`config.mk`:
```
export PLATFORM = sky130hd
export DESIGN_NAME = vcortex_top
export DESIGN_NICKNAME = d
export VERILOG_FILES = /design/src/vcortex_pkg.sv /design/src/vga_sync_gen.sv /design/src/vcortex_ctrl_fsm.sv /design/src/lb_regs.sv /design/src/sram_pixel_fetch.sv /design/src/vcortex_top.sv
export SDC_FILE = /design/constraint.sdc
export NUM_CORES = 1
export LEC_CHECK = 0
export BUFFER_PORTS_ARGS = -buffer_cell sky130_fd_sc_hd__buf_2
export CORE_MARGIN = 2
export CORE_UTILIZATION = 50
export CTS_BUF_LIST = sky130_fd_sc_hd__clkbuf_2 sky130_fd_sc_hd__clkbuf_4 sky130_fd_sc_hd__clkbuf_8
export CTS_CLUSTER_DIAMETER = 150
export DETAILED_ROUTE_END_ITERATION = 8
export HOLD_SLACK_MARGIN = 0.06
export PLACE_DENSITY = 0.75
export SYNTH_ARGS = -nofsm -noshare
export SYNTH_HDL_FRONTEND = slang
export SYNTH_HIERARCHICAL = 1
export SYNTH_SLANG_ARGS = --single-unit
```
`constraint.sdc`:
```
create_clock -name sys_clk_50 -period 7.95 [get_ports sys_clk_50]
set_input_delay 0.795 -clock sys_clk_50 [delete_from_list [all_inputs] [get_ports sys_clk_50]]
set_output_delay 0.795 -clock sys_clk_50 [all_outputs]
set_load 0.03 [all_outputs]
```
`src/vcortex_pkg.sv`:
```
// vcortex shared definitions
// scaled video timing, local bus map, widths and display state encoding
package vcortex_pkg;

    //////////////////////////////////////////////////
    // video timing
    //////////////////////////////////////////////////
    localparam int hvalid_w = 16;                       // visible pixels per line
    localparam int hfp_w    = 2;                        // front porch
    localparam int hsync_w  = 4;                        // sync pulse
    localparam int hbp_w    = 3;                        // back porch
    localparam int htotal_w = hvalid_w + hfp_w + hsync_w + hbp_w;

    localparam int vvalid_w = 8;                        // in lines
    localparam int vfp_w    = 1;
    localparam int vsync_w  = 2;
    localparam int vbp_w    = 2;
    localparam int vtotal_w = vvalid_w + vfp_w + vsync_w + vbp_w;

    localparam int h_cnt_w     = 5;
    localparam int v_cnt_w     = 4;
    localparam int lb_data_w   = 32;
    localparam int lb_addr_w   = 12;
    localparam int sram_addr_w = 18;
    localparam int sram_data_w = 16;
    localparam int vga_res_w   = 4;                     // bits per colour
    localparam int bg_w        = 3 * vga_res_w;         // packed rgb, red on top
    localparam int frm_cnt_w   = 16;

    typedef logic [h_cnt_w-1:0]     h_cnt_t;
    typedef logic [v_cnt_w-1:0]     v_cnt_t;
    typedef logic [sram_addr_w-1:0] sram_addr_t;

    // counter decode points, end values exclusive
    localparam h_cnt_t h_last     = h_cnt_t'(htotal_w - 1);
    localparam h_cnt_t h_vis_end  = h_cnt_t'(hvalid_w);
    localparam h_cnt_t h_sync_beg = h_cnt_t'(hvalid_w + hfp_w);
    localparam h_cnt_t h_sync_end = h_cnt_t'(hvalid_w + hfp_w + hsync_w);
    localparam v_cnt_t v_last     = v_cnt_t'(vtotal_w - 1);
    localparam v_cnt_t v_vis_end  = v_cnt_t'(vvalid_w);
    localparam v_cnt_t v_sync_beg = v_cnt_t'(vvalid_w + vfp_w);
    localparam v_cnt_t v_sync_end = v_cnt_t'(vvalid_w + vfp_w + vsync_w);
    localparam sram_addr_t line_stride = sram_addr_t'(hvalid_w);  // words per line

    // local bus register map
    localparam logic [lb_addr_w-1:0] reg_ctrl   = 12'h000;  // bit 0 enable
    localparam logic [lb_addr_w-1:0] reg_base   = 12'h004;  // frame buffer base
    localparam logic [lb_addr_w-1:0] reg_bg     = 12'h008;  // background colour
    localparam logic [lb_addr_w-1:0] reg_status = 12'h00C;  // read only

    typedef enum logic [1:0] {
        ST_IDLE,
        ST_WAIT_FRAME,
        ST_ACTIVE,
        ST_DRAIN
    } disp_state_t;

endpackage

```
`src/vga_sync_gen.sv`:
```
// vga sync generator
// free running h/v counters with registered sync, visible and frame decode,
// every decode lines up with the counter value it belongs to
`timescale 1ns/1ps

module vga_sync_gen
(
    input  logic                            sys_clk_50,
    input  logic                            rst,
    output logic [vcortex_pkg::h_cnt_w-1:0] h_cnt,
    output logic [vcortex_pkg::v_cnt_w-1:0] v_cnt,
    output logic                            hsync_raw_n,
    output logic                            vsync_raw_n,
    output logic                            visible,
    output logic                            frame_start,
    output logic                            frame_end
);

    logic [vcortex_pkg::h_cnt_w-1:0] h_nxt;     // count for next cycle
    logic [vcortex_pkg::v_cnt_w-1:0] v_nxt;

    //////////////////////////////////////////////////
    // next count
    //////////////////////////////////////////////////
    always_comb
    begin
        h_nxt = h_cnt + 1'b1;
        v_nxt = v_cnt;
        if (h_cnt == vcortex_pkg::h_last)           // line end
        begin
            h_nxt = '0;
            if (v_cnt == vcortex_pkg::v_last)       // frame end
                v_nxt = '0;
            else
                v_nxt = v_cnt + 1'b1;
        end
    end

    //////////////////////////////////////////////////
    // counters and decode, decoded from next count
    //////////////////////////////////////////////////
    always_ff @(posedge sys_clk_50)
    begin
        if (rst)
        begin
            h_cnt       <= '0;
            v_cnt       <= '0;
            hsync_raw_n <= 1'b1;                    // inactive
            vsync_raw_n <= 1'b1;
            visible     <= 1'b1;                    // count (0,0) is a visible pixel
            frame_start <= 1'b0;
            frame_end   <= 1'b0;
        end
        else
        begin
            h_cnt       <= h_nxt;
            v_cnt       <= v_nxt;
            hsync_raw_n <= !((h_nxt >= vcortex_pkg::h_sync_beg) &&
                             (h_nxt <  vcortex_pkg::h_sync_end));
            vsync_raw_n <= !((v_nxt >= vcortex_pkg::v_sync_beg) &&
                             (v_nxt <  vcortex_pkg::v_sync_end));
            visible     <= (h_nxt < vcortex_pkg::h_vis_end) &&
                           (v_nxt < vcortex_pkg::v_vis_end);
            frame_start <= (h_nxt == '0) && (v_nxt == '0);
            frame_end   <= (h_nxt == vcortex_pkg::h_last) &&
                           (v_nxt == vcortex_pkg::v_last);
        end
    end

endmodule

```
`src/vcortex_ctrl_fsm.sv`:
```
// display controller FSM
// gates pixel fetching so that it always covers whole frames,
// starting on a frame start and stopping only on a frame end
`timescale 1ns/1ps

module vcortex_ctrl_fsm
(
    input  logic                      sys_clk_50,
    input  logic                      rst,
    input  logic                      disp_enable,
    input  logic                      frame_start,
    input  logic                      frame_end,
    output logic                      fetch_en,
    output logic                      frame_done,
    output vcortex_pkg::disp_state_t  disp_state
);

    vcortex_pkg::disp_state_t nxt_state;
    logic                     running;              // active or draining

    //////////////////////////////////////////////////
    // next state
    //////////////////////////////////////////////////
    always_comb
    begin
        nxt_state = disp_state;
        case (disp_state)
            vcortex_pkg::ST_IDLE:
            begin
                if (disp_enable)
                    nxt_state = vcortex_pkg::ST_WAIT_FRAME;
            end
            vcortex_pkg::ST_WAIT_FRAME:
            begin
                if (!disp_enable)                   // dropped before any fetch
                    nxt_state = vcortex_pkg::ST_IDLE;
                else if (frame_start)
                    nxt_state = vcortex_pkg::ST_ACTIVE;
            end
            vcortex_pkg::ST_ACTIVE:
            begin
                if (!disp_enable && frame_end)      // already on the boundary
                    nxt_state = vcortex_pkg::ST_IDLE;
                else if (!disp_enable)
                    nxt_state = vcortex_pkg::ST_DRAIN;
            end
            vcortex_pkg::ST_DRAIN:
            begin
                if (frame_end)
                    nxt_state = vcortex_pkg::ST_IDLE;
            end
            default: nxt_state = vcortex_pkg::ST_IDLE;
        endcase
    end

    always_ff @(posedge sys_clk_50)
    begin
        if (rst)
            disp_state <= vcortex_pkg::ST_IDLE;
        else
            disp_state <= nxt_state;
    end

    assign running    = (disp_state == vcortex_pkg::ST_ACTIVE) ||
                        (disp_state == vcortex_pkg::ST_DRAIN);
    // fetch from the frame start cycle itself, pixel (0,0)
    assign fetch_en   = running ||
                        ((disp_state == vcortex_pkg::ST_WAIT_FRAME) && frame_start);
    assign frame_done = running && frame_end;       // one per displayed frame

endmodule

```
`src/lb_regs.sv`:
```
// local bus register file
// control, frame buffer base, background colour and status with frame count,
// fixed one cycle latency on both read and write
`timescale 1ns/1ps

module lb_regs
(
    input  logic                                sys_clk_50,
    input  logic                                rst,
    input  logic                                lb_wr_en,
    input  logic                                lb_rd_en,
    input  logic [vcortex_pkg::lb_addr_w-1:0]   lb_addr,
    input  logic [vcortex_pkg::lb_data_w-1:0]   lb_wr_data,
    input  logic                                frame_done,
    input  vcortex_pkg::disp_state_t            disp_state,
    output logic                                lb_wr_valid,
    output logic                                lb_rd_valid,
    output logic [vcortex_pkg::lb_data_w-1:0]   lb_rd_data,
    output logic                                disp_enable,
    output logic [vcortex_pkg::sram_addr_w-1:0] fb_base,
    output logic [vcortex_pkg::bg_w-1:0]        bg_color
);

    logic [vcortex_pkg::frm_cnt_w-1:0] frm_cnt;     // wraps
    logic                              disp_active;

    assign disp_active = (disp_state == vcortex_pkg::ST_ACTIVE) ||
                         (disp_state == vcortex_pkg::ST_DRAIN);

    //////////////////////////////////////////////////
    // write side, frame counter
    //////////////////////////////////////////////////
    always_ff @(posedge sys_clk_50)
    begin
        if (rst)
        begin
            lb_wr_valid <= 1'b0;
            disp_enable <= 1'b0;
            fb_base     <= '0;
            bg_color    <= '0;
            frm_cnt     <= '0;
        end
        else
        begin
            lb_wr_valid <= lb_wr_en;                // ack every write
            if (lb_wr_en)
            begin
                case (lb_addr)
                    vcortex_pkg::reg_ctrl: disp_enable <= lb_wr_data[0];
                    vcortex_pkg::reg_base: fb_base     <= lb_wr_data[vcortex_pkg::sram_addr_w-1:0];
                    vcortex_pkg::reg_bg:   bg_color    <= lb_wr_data[vcortex_pkg::bg_w-1:0];
                    default: ;                      // status, unmapped ignored
                endcase
            end
            if (frame_done)
                frm_cnt <= frm_cnt + 1'b1;
        end
    end

    //////////////////////////////////////////////////
    // read side
    //////////////////////////////////////////////////
    always_ff @(posedge sys_clk_50)
    begin
        if (rst)
        begin
            lb_rd_valid <= 1'b0;
            lb_rd_data  <= '0;
        end
        else
        begin
            lb_rd_valid <= lb_rd_en;
            if (lb_rd_en)
            begin
                case (lb_addr)
                    vcortex_pkg::reg_ctrl:
                        lb_rd_data <= {{(vcortex_pkg::lb_data_w-1){1'b0}}, disp_enable};
                    vcortex_pkg::reg_base:
                        lb_rd_data <= {{(vcortex_pkg::lb_data_w-vcortex_pkg::sram_addr_w){1'b0}},
                                       fb_base};
                    vcortex_pkg::reg_bg:
                        lb_rd_data <= {{(vcortex_pkg::lb_data_w-vcortex_pkg::bg_w){1'b0}},
                                       bg_color};
                    vcortex_pkg::reg_status:        // count on top, active in bit 0
                        lb_rd_data <= {frm_cnt,
                                       {(vcortex_pkg::lb_data_w-vcortex_pkg::frm_cnt_w-1){1'b0}},
                                       disp_active};
                    default: lb_rd_data <= '0;      // unmapped
                endcase
            end
        end
    end

endmodule

```
`src/sram_pixel_fetch.sv`:
```
// sram pixel fetch
// issues one word read per visible pixel and aligns the returned colour
// with syncs and data enable through a two stage output pipeline
`timescale 1ns/1ps

module sram_pixel_fetch
(
    input  logic                                sys_clk_50,
    input  logic                                rst,
    input  logic [vcortex_pkg::h_cnt_w-1:0]     h_cnt,
    input  logic [vcortex_pkg::v_cnt_w-1:0]     v_cnt,
    input  logic                                visible,
    input  logic                                hsync_raw_n,
    input  logic                                vsync_raw_n,
    input  logic                                fetch_en,
    input  logic [vcortex_pkg::sram_addr_w-1:0] fb_base,
    input  logic [vcortex_pkg::bg_w-1:0]        bg_color,
    input  logic [vcortex_pkg::sram_data_w-1:0] sram_rd_data,
    output logic                                sram_rd_en,
    output logic [vcortex_pkg::sram_addr_w-1:0] sram_addr,
    output logic                                vga_hsync_n,
    output logic                                vga_vsync_n,
    output logic                                vga_de,
    output logic [vcortex_pkg::vga_res_w-1:0]   vga_r,
    output logic [vcortex_pkg::vga_res_w-1:0]   vga_g,
    output logic [vcortex_pkg::vga_res_w-1:0]   vga_b
);

    logic                         hs_d1, vs_d1;     // stage 1, data returns here
    logic                         vis_d1;
    logic                         fetched_d1;
    logic [vcortex_pkg::bg_w-1:0] pix_col;

    // read issued in the pixel's own cycle, word lands one cycle later
    assign sram_rd_en = visible && fetch_en;
    assign sram_addr  = fb_base +
                        vcortex_pkg::sram_addr_t'(v_cnt) * vcortex_pkg::line_stride +
                        vcortex_pkg::sram_addr_t'(h_cnt);

    always_comb
    begin
        if (fetched_d1)
            pix_col = sram_rd_data[vcortex_pkg::bg_w-1:0];
        else if (vis_d1)
            pix_col = bg_color;                     // display off
        else
            pix_col = '0;                           // blanking
    end

    //////////////////////////////////////////////////
    // output pipeline
    //////////////////////////////////////////////////
    always_ff @(posedge sys_clk_50)
    begin
        if (rst)
        begin
            hs_d1       <= 1'b1;
            vs_d1       <= 1'b1;
            vis_d1      <= 1'b0;
            fetched_d1  <= 1'b0;
            vga_hsync_n <= 1'b1;
            vga_vsync_n <= 1'b1;
            vga_de      <= 1'b0;
            vga_r       <= '0;
            vga_g       <= '0;
            vga_b       <= '0;
        end
        else
        begin
            hs_d1       <= hsync_raw_n;
            vs_d1       <= vsync_raw_n;
            vis_d1      <= visible;
            fetched_d1  <= sram_rd_en;
            vga_hsync_n <= hs_d1;
            vga_vsync_n <= vs_d1;
            vga_de      <= vis_d1;
            vga_r       <= pix_col[3*vcortex_pkg::vga_res_w-1:2*vcortex_pkg::vga_res_w];
            vga_g       <= pix_col[2*vcortex_pkg::vga_res_w-1:vcortex_pkg::vga_res_w];
            vga_b       <= pix_col[vcortex_pkg::vga_res_w-1:0];
        end
    end

endmodule

```
`src/vcortex_top.sv`:
```
// vcortex video controller top
// sync generator, display FSM, bus registers and sram pixel fetch
`timescale 1ns/1ps

module vcortex_top
(
    input  logic                                sys_clk_50,
    input  logic                                rst,
    input  logic                                lb_wr_en,
    input  logic                                lb_rd_en,
    input  logic [vcortex_pkg::lb_addr_w-1:0]   lb_addr,
    input  logic [vcortex_pkg::lb_data_w-1:0]   lb_wr_data,
    output logic                                lb_wr_valid,
    output logic                                lb_rd_valid,
    output logic [vcortex_pkg::lb_data_w-1:0]   lb_rd_data,
    input  logic [vcortex_pkg::sram_data_w-1:0] sram_rd_data,
    output logic                                sram_rd_en,
    output logic [vcortex_pkg::sram_addr_w-1:0] sram_addr,
    output logic                                vga_hsync_n,
    output logic                                vga_vsync_n,
    output logic                                vga_de,
    output logic [vcortex_pkg::vga_res_w-1:0]   vga_r,
    output logic [vcortex_pkg::vga_res_w-1:0]   vga_g,
    output logic [vcortex_pkg::vga_res_w-1:0]   vga_b
);

    logic [vcortex_pkg::h_cnt_w-1:0]     h_cnt;
    logic [vcortex_pkg::v_cnt_w-1:0]     v_cnt;
    logic                                hsync_raw_n, vsync_raw_n;
    logic                                visible;
    logic                                frame_start, frame_end;
    logic                                fetch_en, frame_done;
    vcortex_pkg::disp_state_t            disp_state;
    logic                                disp_enable;
    logic [vcortex_pkg::sram_addr_w-1:0] fb_base;
    logic [vcortex_pkg::bg_w-1:0]        bg_color;

    vga_sync_gen sync_gen0
    (
        .sys_clk_50 (sys_clk_50),  .rst (rst),
        .h_cnt (h_cnt),  .v_cnt (v_cnt),
        .hsync_raw_n (hsync_raw_n),  .vsync_raw_n (vsync_raw_n),
        .visible (visible),  .frame_start (frame_start),  .frame_end (frame_end)
    );

    vcortex_ctrl_fsm ctrl0
    (
        .sys_clk_50 (sys_clk_50),  .rst (rst),  .disp_enable (disp_enable),
        .frame_start (frame_start),  .frame_end (frame_end),
        .fetch_en (fetch_en),  .frame_done (frame_done),  .disp_state (disp_state)
    );

    lb_regs regs0
    (
        .sys_clk_50 (sys_clk_50),  .rst (rst),
        .lb_wr_en (lb_wr_en),  .lb_rd_en (lb_rd_en),
        .lb_addr (lb_addr),  .lb_wr_data (lb_wr_data),
        .frame_done (frame_done),  .disp_state (disp_state),
        .lb_wr_valid (lb_wr_valid),  .lb_rd_valid (lb_rd_valid),  .lb_rd_data (lb_rd_data),
        .disp_enable (disp_enable),  .fb_base (fb_base),  .bg_color (bg_color)
    );

    sram_pixel_fetch fetch0
    (
        .sys_clk_50 (sys_clk_50),  .rst (rst),
        .h_cnt (h_cnt),  .v_cnt (v_cnt),  .visible (visible),
        .hsync_raw_n (hsync_raw_n),  .vsync_raw_n (vsync_raw_n),
        .fetch_en (fetch_en),  .fb_base (fb_base),  .bg_color (bg_color),
        .sram_rd_data (sram_rd_data),  .sram_rd_en (sram_rd_en),  .sram_addr (sram_addr),
        .vga_hsync_n (vga_hsync_n),  .vga_vsync_n (vga_vsync_n),  .vga_de (vga_de),
        .vga_r (vga_r),  .vga_g (vga_g),  .vga_b (vga_b)
    );

endmodule

```
==> results of run 1 <==
[routing by layer]
layer / wire, um / vias to the layer above / part of all wire, % / global-route usage [%]
met5: 0 / - / 0 / 0
met4: 145 / 0 / 1.1 / 8.70
met3: 781 / 13 / 6.1 / 5.56
met2: 5870 / 142 / 46 / 35.3
met1: 6040 / 2093 / 47 / 29.1
li1: - / 2197 / - / -
[worst reg2reg max path, stage by stage, from the launching register on]
cell and delay [ns]:
dfxtp_1 0.38, inv_1 0.08, ha_1 0.26, and4b_1 0.46, a21oi_1 0.17, a31o_2 0.26
nor4b_2 0.28
[cells by family after synthesis]
group                    count (synthesis)  synth area share, %
multiplexers                            40                 7.69
flip-flops                             116                 42.3
buffers and inverters                   42                 3.81
XOR/XNOR                                19                 3.03
AND/OR/NAND/NOR                        200                 22.0
AO/OA/AOI/OAI                          113                 15.6
adder cells (fa/ha/maj)                 23                 5.52
[placed cells by master (no fill, tap or decap), types with 11 or more instances in the layout]
master / instances
o21ai_0: 17
nor2_1: 35
xnor2_1: 11
dfxtp_1: 116
clkbuf_8: 21
mux2i_1: 32
a22oi_1: 22
inv_1: 12
a21oi_1: 19
nand2_1: 26
ha_1: 21
nand2b_1: 51
buf_2: 113
nor2b_1: 17
[where the power goes]
group          internal [uW]  switching, uW
sequential               585           3.53
clock                    247            213
combinational           26.0           40.4
total                    858            257
[stage by stage]
step                setup WS, ns  hold WS (ns)
global route                3.68         0.427
floorplan                   4.55         0.389
global placement            4.41         0.398
finish                      3.92         0.413
CTS                         3.90         0.414
detailed placement          4.41         0.399
[registers in the layout (all words and copies together) (netlist names), 2 cells and up]
signal,flops
ctrl0/disp_state,2
fetch0/vga_b,4
fetch0/vga_g,4
fetch0/vga_r,4
regs0/bg_color,12
regs0/fb_base,18
regs0/frm_cnt,16
regs0/lb_rd_data,32
sync_gen0/h_cnt,5
sync_gen0/v_cnt,4
[worst min path at each step]
stage,to,from,cells past startpoint
3_3_place_gp,fetch0/vga_hsync_n,fetch0/hs_d1,1
6_report,fetch0/hs_d1,sync_gen0/hsync_raw_n,1
3_5_place_dp,fetch0/hs_d1,sync_gen0/hsync_raw_n,1
2_1_floorplan,fetch0/hs_d1,sync_gen0/hsync_raw_n,1
4_1_cts,fetch0/vga_vsync_n,fetch0/vs_d1,1
5_1_grt,fetch0/hs_d1,sync_gen0/hsync_raw_n,1
[area by class of cell]
| class | instances | area share, % |
|---|---|---|
| Clock buffer | 23 | 4.74 |
| Clock inverter | 6 | 0.468 |
| Inverter | 12 | 0.702 |
| Multi-Input combinational cell | 395 | 46.1 |
| Sequential cell | 116 | 36.2 |
| Tap cell | 140 | 2.73 |
| Timing Repair Buffer | 115 | 9.05 |
==> flow_metrics.py, run 1 <==
metrics = {
    "clock_network": {
        "cts_hold_buf": 0,
        "cts_resized": 0,
        "htreeDepth": 4,
        "cts_sinks": 116,
        "post_cts_buffers": 0,
        "cts_tree": "done",
        "clockBufferDepth": 2,
        "cts_root_buffer": "clkbuf_8",
        "clk_latency_ns": 0.43,
        "cts_made_buffers": 17,
        "path_clk_slew_ns": 0.06,
    },
    "worst_setup_path": {
        "rr_worst_depth": 6,
        "critPathLaunch": "sync_gen0/h_cnt[4]",
        "r2r_end": "sync_gen0/frame_end",
        "r2r_slack_ns": 5.98,
        "max_stage_delay_ns": 0.56,
        "endpoint_kind": "output pin",
        "critPathLaunchType": "flop",
        "path_max_fanout": 8,
        "crit_buf_inv": 3,
        "r2r_start": "sync_gen0/h_cnt[0]",
        "worstPathRequired_ns": 7.15,
        "crit_arrival_ns": 3.23,
        "path_cells": "inv_1 > fa_1 > inv_1 > ha_1 > o21ai_0 > nor3_1 > o31a_1 > o2111ai_2 > xnor2_1 > buf_2",
        "critPathSlowestCell": "fa_1",
        "critPathKind": "reg2out",
        "critPathTopFamily": "adder cells",
        "worst_path_most_repeated_cell": "inv_1",
        "crit_cells": 10,
        "cp-endpoint": "sram_addr[17]",
    },
    "logic_synthesis": {
        "ys_types": 72,
        "synth_nets": 640,
        "synth-seq-cells": 116,
        "synth_area_per_cell_um2": 9.92,
        "synthesis.area_um2": 5490,
        "synthMostInstantiatedCell": "dfxtp_1",
        "synthTopCellsByCount": "116 x dfxtp_1, 51 x nand2b_1, 36 x nor2_1",
        "synthArstFlopShare_pct": 0,
        "synth_top_area_share_pct": 42.3,
        "synth_edf_count": 0,
        "synth_area_leaders": "dfxtp_1 42%, mux2i_1 5.8%, nand2b_1 5.8%",
        "synth_warnings": 6,
        "syn_inst": 553,
        "synth_top_area_cell": "dfxtp_1",
        "yosys_most_used_dff": "dfxtp_1",
        "yosysSeqAreaShare_pct": 42.3,
    },
    "status": {
        "status": "finished clean",
    },
    "timing": {
        "fin_tns_setup_ns": 0,
        "slew_headroom_pct": 19.3,
        "finalCritPeriodShare_pct": 50.7,
        "slew_viol_final": 0,
        "finalHoldViolCount": 0,
        "fmax_mhz": 248,
        "final.min_clock_period_ns": 4.03,
        "rsz0062_at_grt": "false",
        "finalSetupViolCount": 0,
        "tightest_slew_ns": 1.21,
        "fin_skew_ns": 0.00864,
    },
    "global_routing": {
        "grt_usage_pct": 22.2,
        "grt_pass1_vias": 4148,
        "grt_max_degree": 106,
        "grt_first_pass_wirelength_mm": 20.2,
        "grt_overflow": 0,
        "antenna_found_initial": 0,
    },
    "final_layout": {
        "diodes": 0,
        "stdcell_count": 807,
        "regArea_um2": 2320,
        "final_area_um2": 6410,
        "drive_gt1_share_pct": 28.0,
        "multi_input_area_um2": 2960,
        "layout.core_utilization_pct": 59.4,
        "n_fill_cell": 938,
        "area_growth_pct": 16.9,
        "nets": 744,
    },
    "placed_design": {
        "place_hpwl_mm": 9.34,
        "dpl.cell_count": 778,
        "portBuffers": 113,
        "place_area_um2": 6080,
        "gp_congestion": 0.815,
    },
    "route": {
        "wirelength_mm": 12.8,
        "vias": 4445,
        "post_drt_wl_per_cell_um": 15.9,
        "viasPerCell": 5.51,
        "dr.pass1.iters": 5,
        "antenna_left": 0,
        "drc_errors": 0,
        "drt_iter0_drc": 257,
    },
    "min_path": {
        "min_path_type": "reg2reg",
    },
    "die": {
        "dieWidth_um": 109,
        "dieArea_um2": 11800,
        "fp-row-count": 38,
        "start_util_pct": 50.8,
        "die_height_um": 109,
        "pin_count": 132,
        "core_um2": 10800,
    },
    "power_and_ir_drop": {
        "ir_drop_v": 0.0000945,
        "p_total_uw": 1110,
        "powerDensity_nw_per_um2": 174,
        "leakage_uw": 0.00283,
    },
    "run": {
        "maxCapViolCount": 0,
    },
}
(Power assumes the default switching activity.)
==> inputs of run 2 (changes only) <==
clock period = 4.1 ns   (was 7.95 ns; I/O delays follow)
==> flow_metrics.py, run 2 (synthesis gave the netlist of run 1 again) <==
metrics = {
    "final_layout": {
        "reg_top3": "regs0/lb_rd_data x32, regs0/fb_base x18, regs0/frm_cnt x16",
        "final_cell_mix": "116 x dfxtp_1, 113 x buf_2, 51 x nand2b_1",
        "regArea_um2": 2320,
        "multi_input_area_um2": 2960,
        "nets": 744,
        "largest_reg_flops": 32,
        "layout.core_utilization_pct": 60.2,
        "n_fill_cell": 932,
        "diodes": 0,
        "top_register": "regs0/lb_rd_data",
        "area_growth_pct": 18.4,
        "drive_gt1_share_pct": 28.4,
        "final_common_cell": "dfxtp_1",
    },
    "clock_network": {
        "cts_made_buffers": 17,
        "htreeDepth": 4,
        "post_cts_buffers": 0,
        "cts_sinks": 116,
        "cts_resized": 0,
        "path_clk_slew_ns": 0.06,
        "clockBufferDepth": 2,
        "cts_root_buffer": "clkbuf_8",
        "cts_hold_buf": 0,
        "clk_latency_ns": 0.43,
        "cts_tree": "done",
    },
    "worst_setup_path": {
        "critPathKind": "reg2out",
        "worstPathRequired_ns": 3.69,
        "rr_worst_depth": 6,
        "max_stage_delay_ns": 0.55,
        "path_cells": "inv_1 > fa_1 > inv_1 > ha_1 > o21ai_0 > nor3_1 > o31a_1 > o2111ai_2 > xnor2_1 > buf_2",
        "path_max_fanout": 8,
        "critPathLaunch": "sync_gen0/h_cnt[4]",
        "worst_path_most_repeated_cell": "inv_1",
        "endpoint_kind": "output pin",
        "r2r_start": "sync_gen0/h_cnt[0]",
        "r2r_slack_ns": 2.02,
        "r2r_end": "sync_gen0/frame_end",
        "crit_arrival_ns": 3.29,
        "critPathSlowestCell": "fa_1",
        "critPathLaunchType": "flop",
        "cp-endpoint": "sram_addr[17]",
    },
    "global_routing": {
        "antenna_found_initial": 0,
        "grt_first_pass_wirelength_mm": 20.9,
        "grt_overflow": 0,
        "grt_max_degree": 103,
        "grt_usage_pct": 22.9,
        "grt_pass1_vias": 4214,
    },
    "timing": {
        "finalCritPeriodShare_pct": 90.2,
        "fin_skew_ns": 0.00663,
        "slew_headroom_pct": 19.6,
        "final.min_clock_period_ns": 3.70,
        "rsz0062_at_grt": "false",
        "fmax_mhz": 270,
        "tightest_slew_ns": 1.20,
        "finalSetupViolCount": 0,
        "slew_viol_final": 0,
        "finalHoldViolCount": 0,
        "fin_tns_setup_ns": 0,
    },
    "route": {
        "antenna_left": 0,
        "drt_iter0_drc": 237,
        "wirelength_mm": 13.3,
        "post_drt_wl_per_cell_um": 16.4,
        "drc_errors": 0,
        "vias": 4490,
        "dr.pass1.iters": 4,
        "viasPerCell": 5.54,
    },
    "placed_design": {
        "place_hpwl_mm": 9.68,
        "portBuffers": 113,
        "gp_congestion": 0.889,
    },
    "die": {
        "fp-row-count": 38,
        "core_um2": 10800,
        "start_util_pct": 50.8,
        "pin_count": 132,
        "die_height_um": 109,
        "dieWidth_um": 109,
        "dieArea_um2": 11800,
    },
    "power_and_ir_drop": {
        "ir_drop_v": 0.000207,
        "leakage_uw": 0.00286,
        "powerDensity_nw_per_um2": 364,
    },
    "status": {
        "status": "finished clean",
    },
    "min_path": {
        "min_path_type": "in2reg",
    },
    "run": {
        "maxCapViolCount": 0,
    },
}
==> run 2: critical path, delay by kind of cell, from the launching register on <==
family / cells / cell delay, ns
compound gates: 3 / 0.88
xor+xnor: 1 / 0.14
fa+ha+maj: 2 / 0.90
buf+inv: 3 / 0.37
flops: 1 / 0.49
simple gates: 1 / 0.09
==> run 2: where the power goes <==
part | leakage (uW) | switching, uW | internal [uW]
logic | 0.00171 | 79.4 | 50.7
registers | 0.000936 | 7.47 | 1130
clock network | 0.000213 | 441 | 648
total | 0.00286 | 528 | 1830
==> run 2: cell type report <==
type	count	area share, %
Clock inverter	10	2.00
Inverter	12	0.694
Clock buffer	22	4.37
Timing Repair Buffer	115	8.94
Multi-Input combinational cell	395	45.5
Tap cell	140	2.70
Sequential cell	116	35.8
==> run 2: metrics by stage <==
stage | hold slack [ns] | cells | worst slack (ns) | power (uW) | area, um2
2_1_floorplan | 0.389 | 553 | 1.09 | 1250 | 5490
3_3_place_gp | 0.396 | 778 | 0.994 | 1290 | 6080
3_5_place_dp | 0.392 | 778 | 0.906 | 1300 | 6080
4_1_cts | 0.185 | 810 | 0.414 | 2380 | 6490
5_1_grt | 0.201 | 810 | 0.220 | 2450 | 6490
6_report | 0.211 | 810 | 0.401 | 2360 | 6490
==> run 2: layer usage <==
layer	vias up	track usage (%)	share of wire, %
met5	-	0	0
met4	0	7.60	1.6
met3	17	6.10	6.5
met2	172	35.8	45
met1	2093	30.6	47
li1	2208	-	-
==> run 2: how the worst min path moves through the flow <==
stage                                from         endpoint  slack (ns)  cells past startpoint
floorplan           sync_gen0/hsync_raw_n     fetch0/hs_d1        0.39                      1
global placement    sync_gen0/hsync_raw_n     fetch0/hs_d1        0.40                      1
detailed placement  sync_gen0/hsync_raw_n     fetch0/hs_d1        0.39                      1
CTS                      sram_rd_data[10]  fetch0/vga_r[2]        0.19                      3
global route             sram_rd_data[10]  fetch0/vga_r[2]        0.20                      3
finish                   sram_rd_data[10]  fetch0/vga_r[2]        0.21                      3
==> inputs of run 3 (changes only) <==
CAP_MARGIN = 20   (was default)
CORE_UTILIZATION = 40   (was 50)
PLACE_DENSITY = default   (was 0.75)
TNS_END_PERCENT = 20   (was default)
==> flow_metrics.py, run 3 (synthesis gave the netlist of run 1 again) <==
metrics = {
    "status": {
        "status": "finished clean",
    },
    "final_layout": {
        "top_register": "regs0/lb_rd_data",
        "final_area_um2": 6480,
        "final_cell_mix": "116 x dfxtp_1, 113 x buf_2, 51 x nand2b_1",
        "diodes": 0,
        "area_growth_pct": 18.2,
        "reg_top3": "regs0/lb_rd_data x32, regs0/fb_base x18, regs0/frm_cnt x16",
        "final_common_cell": "dfxtp_1",
        "multi_input_area_um2": 2960,
        "nets": 745,
        "regArea_um2": 2320,
        "n_fill_cell": 1260,
        "drive_gt1_share_pct": 28.3,
        "largest_reg_flops": 32,
    },
    "worst_setup_path": {
        "r2r_end": "sync_gen0/frame_end",
        "critPathKind": "reg2out",
        "critPathTopFamily": "adder cells",
        "worst_path_most_repeated_cell": "inv_1",
        "critPathLaunch": "sync_gen0/h_cnt[4]",
        "max_stage_delay_ns": 0.55,
        "endpoint_kind": "output pin",
        "critPathLaunchType": "flop",
        "worstPathRequired_ns": 3.69,
        "path_max_fanout": 8,
        "crit_cells": 10,
        "r2r_start": "sync_gen0/h_cnt[0]",
        "path_cells": "inv_1 > fa_1 > inv_1 > ha_1 > o21ai_0 > nor3_1 > o31a_1 > o2111ai_2 > xnor2_1 > buf_2",
        "cp-endpoint": "sram_addr[17]",
        "crit_arrival_ns": 3.27,
        "crit_buf_inv": 3,
        "r2r_slack_ns": 2.11,
        "rr_worst_depth": 6,
        "critPathSlowestCell": "fa_1",
    },
    "clock_network": {
        "cts_root_buffer": "clkbuf_8",
        "cts_resized": 0,
        "cts_hold_buf": 0,
        "post_cts_buffers": 0,
        "path_clk_slew_ns": 0.07,
        "cts_made_buffers": 17,
        "cts_sinks": 116,
        "cts_tree": "done",
        "clk_latency_ns": 0.43,
        "htreeDepth": 4,
        "clockBufferDepth": 2,
    },
    "route": {
        "dr.pass1.iters": 4,
        "wirelength_mm": 13.7,
        "drc_errors": 0,
        "drt_iter0_drc": 247,
        "antenna_left": 0,
        "vias": 4358,
        "post_drt_wl_per_cell_um": 16.2,
        "viasPerCell": 5.16,
    },
    "die": {
        "start_util_pct": 41.3,
        "fp-row-count": 42,
        "dieArea_um2": 14700,
        "dieWidth_um": 121,
        "core_um2": 13300,
        "pin_count": 132,
        "die_height_um": 121,
    },
    "placed_design": {
        "place_area_um2": 6130,
        "gp_congestion": 0.843,
        "portBuffers": 113,
        "pre_cts_ws_ns": 0.900,
        "place_hpwl_mm": 10.1,
    },
    "power_and_ir_drop": {
        "p_switching_uw": 519,
        "swShare_pct": 23.4,
        "clkPwrFrac_pct": 42.4,
        "combPwrFrac_pct": 6.0,
        "leakage_uw": 0.00285,
        "ir_drop_v": 0.000157,
        "powerDensity_nw_per_um2": 341,
        "power_frac_seq_pct": 51.7,
        "intPower_uw": 1690,
    },
    "global_routing": {
        "met1_usage_pct": 25.6,
        "antenna_found_initial": 0,
        "grt_use_met2_pct": 29.4,
        "grt_max_degree": 95,
        "busiest_layer": "met2",
        "grt_pass1_vias": 4186,
        "grt_overflow": 0,
        "use_met3_pct": 5.22,
        "grt_usage_pct": 18.9,
        "grt_first_pass_wirelength_mm": 21.6,
    },
    "timing": {
        "fin_tns_setup_ns": 0,
        "slew_viol_final": 0,
        "tightest_slew_ns": 1.02,
        "fin_skew_ns": 0.0127,
        "final.min_clock_period_ns": 3.68,
        "fmax_mhz": 271,
        "finalSetupViolCount": 0,
        "rsz0062_at_grt": "false",
        "worst_slack_ns": 0.415,
        "finalHoldViolCount": 0,
        "slew_headroom_pct": 32.0,
        "finalCritPeriodShare_pct": 89.9,
    },
    "run": {
        "maxCapViolCount": 0,
    },
    "min_path": {
        "min_path_type": "in2reg",
        "hp-start": "sram_rd_data[10]",
    },
}
run 3: cell type report:
type / count / area share, %
Timing Repair Buffer: 116 / 9.07
Tap cell: 176 / 3.40
Inverter: 12 / 0.695
Multi-Input combinational cell: 395 / 45.6
Sequential cell: 116 / 35.8
Clock inverter: 5 / 0.386
Clock buffer: 25 / 5.02
run 3: power groups by stage:
stage | Clock (uW) | Combinational, uW | Sequential, uW
after global routing | 1000 | 143 | 1140
after floorplan | 0 | 78.8 | 1170
after CTS | 958 | 132 | 1140
after global placement | 0 | 129 | 1170
final | 937 | 132 | 1140
after detailed placement | 0 | 131 | 1170
run 3: per-stage QoR:
stage | util (%) | total power (uW) | instances | hold WS [ns]
global placement | 46.1 | 1300 | 815 | 0.398
global route | 48.8 | 2290 | 845 | 0.228
detailed placement | 46.1 | 1300 | 815 | 0.397
CTS | 48.8 | 2230 | 845 | 0.200
finish | 48.8 | 2210 | 845 | 0.220
floorplan | - | 1250 | 553 | 0.389
run 3: worst min path at each step:
stage / end / slack, ns / cells after the start
final: fetch0/vga_r[2] / 0.22 / 3
after global routing: fetch0/vga_r[2] / 0.23 / 3
after CTS: fetch0/vga_r[2] / 0.20 / 3
after detailed placement: fetch0/vga_hsync_n / 0.40 / 1
after global placement: fetch0/vs_d1 / 0.40 / 1
after floorplan: fetch0/hs_d1 / 0.39 / 1
run 3: per-layer routing:
metal | vias to the layer above | wire length [um]
met3 | 18 | 854
met4 | 0 | 174
met5 | - | 0
li1 | 2200 | -
met2 | 126 | 5990
met1 | 2014 | 6660
run 3: worst register-to-register path, stage by stage (launching register included):
cell and delay [ns]:
dfxtp_1 0.39, inv_1 0.09, ha_1 0.27, and4b_1 0.42, a21oi_1 0.16, a31o_2 0.26, nor4b_2 0.29
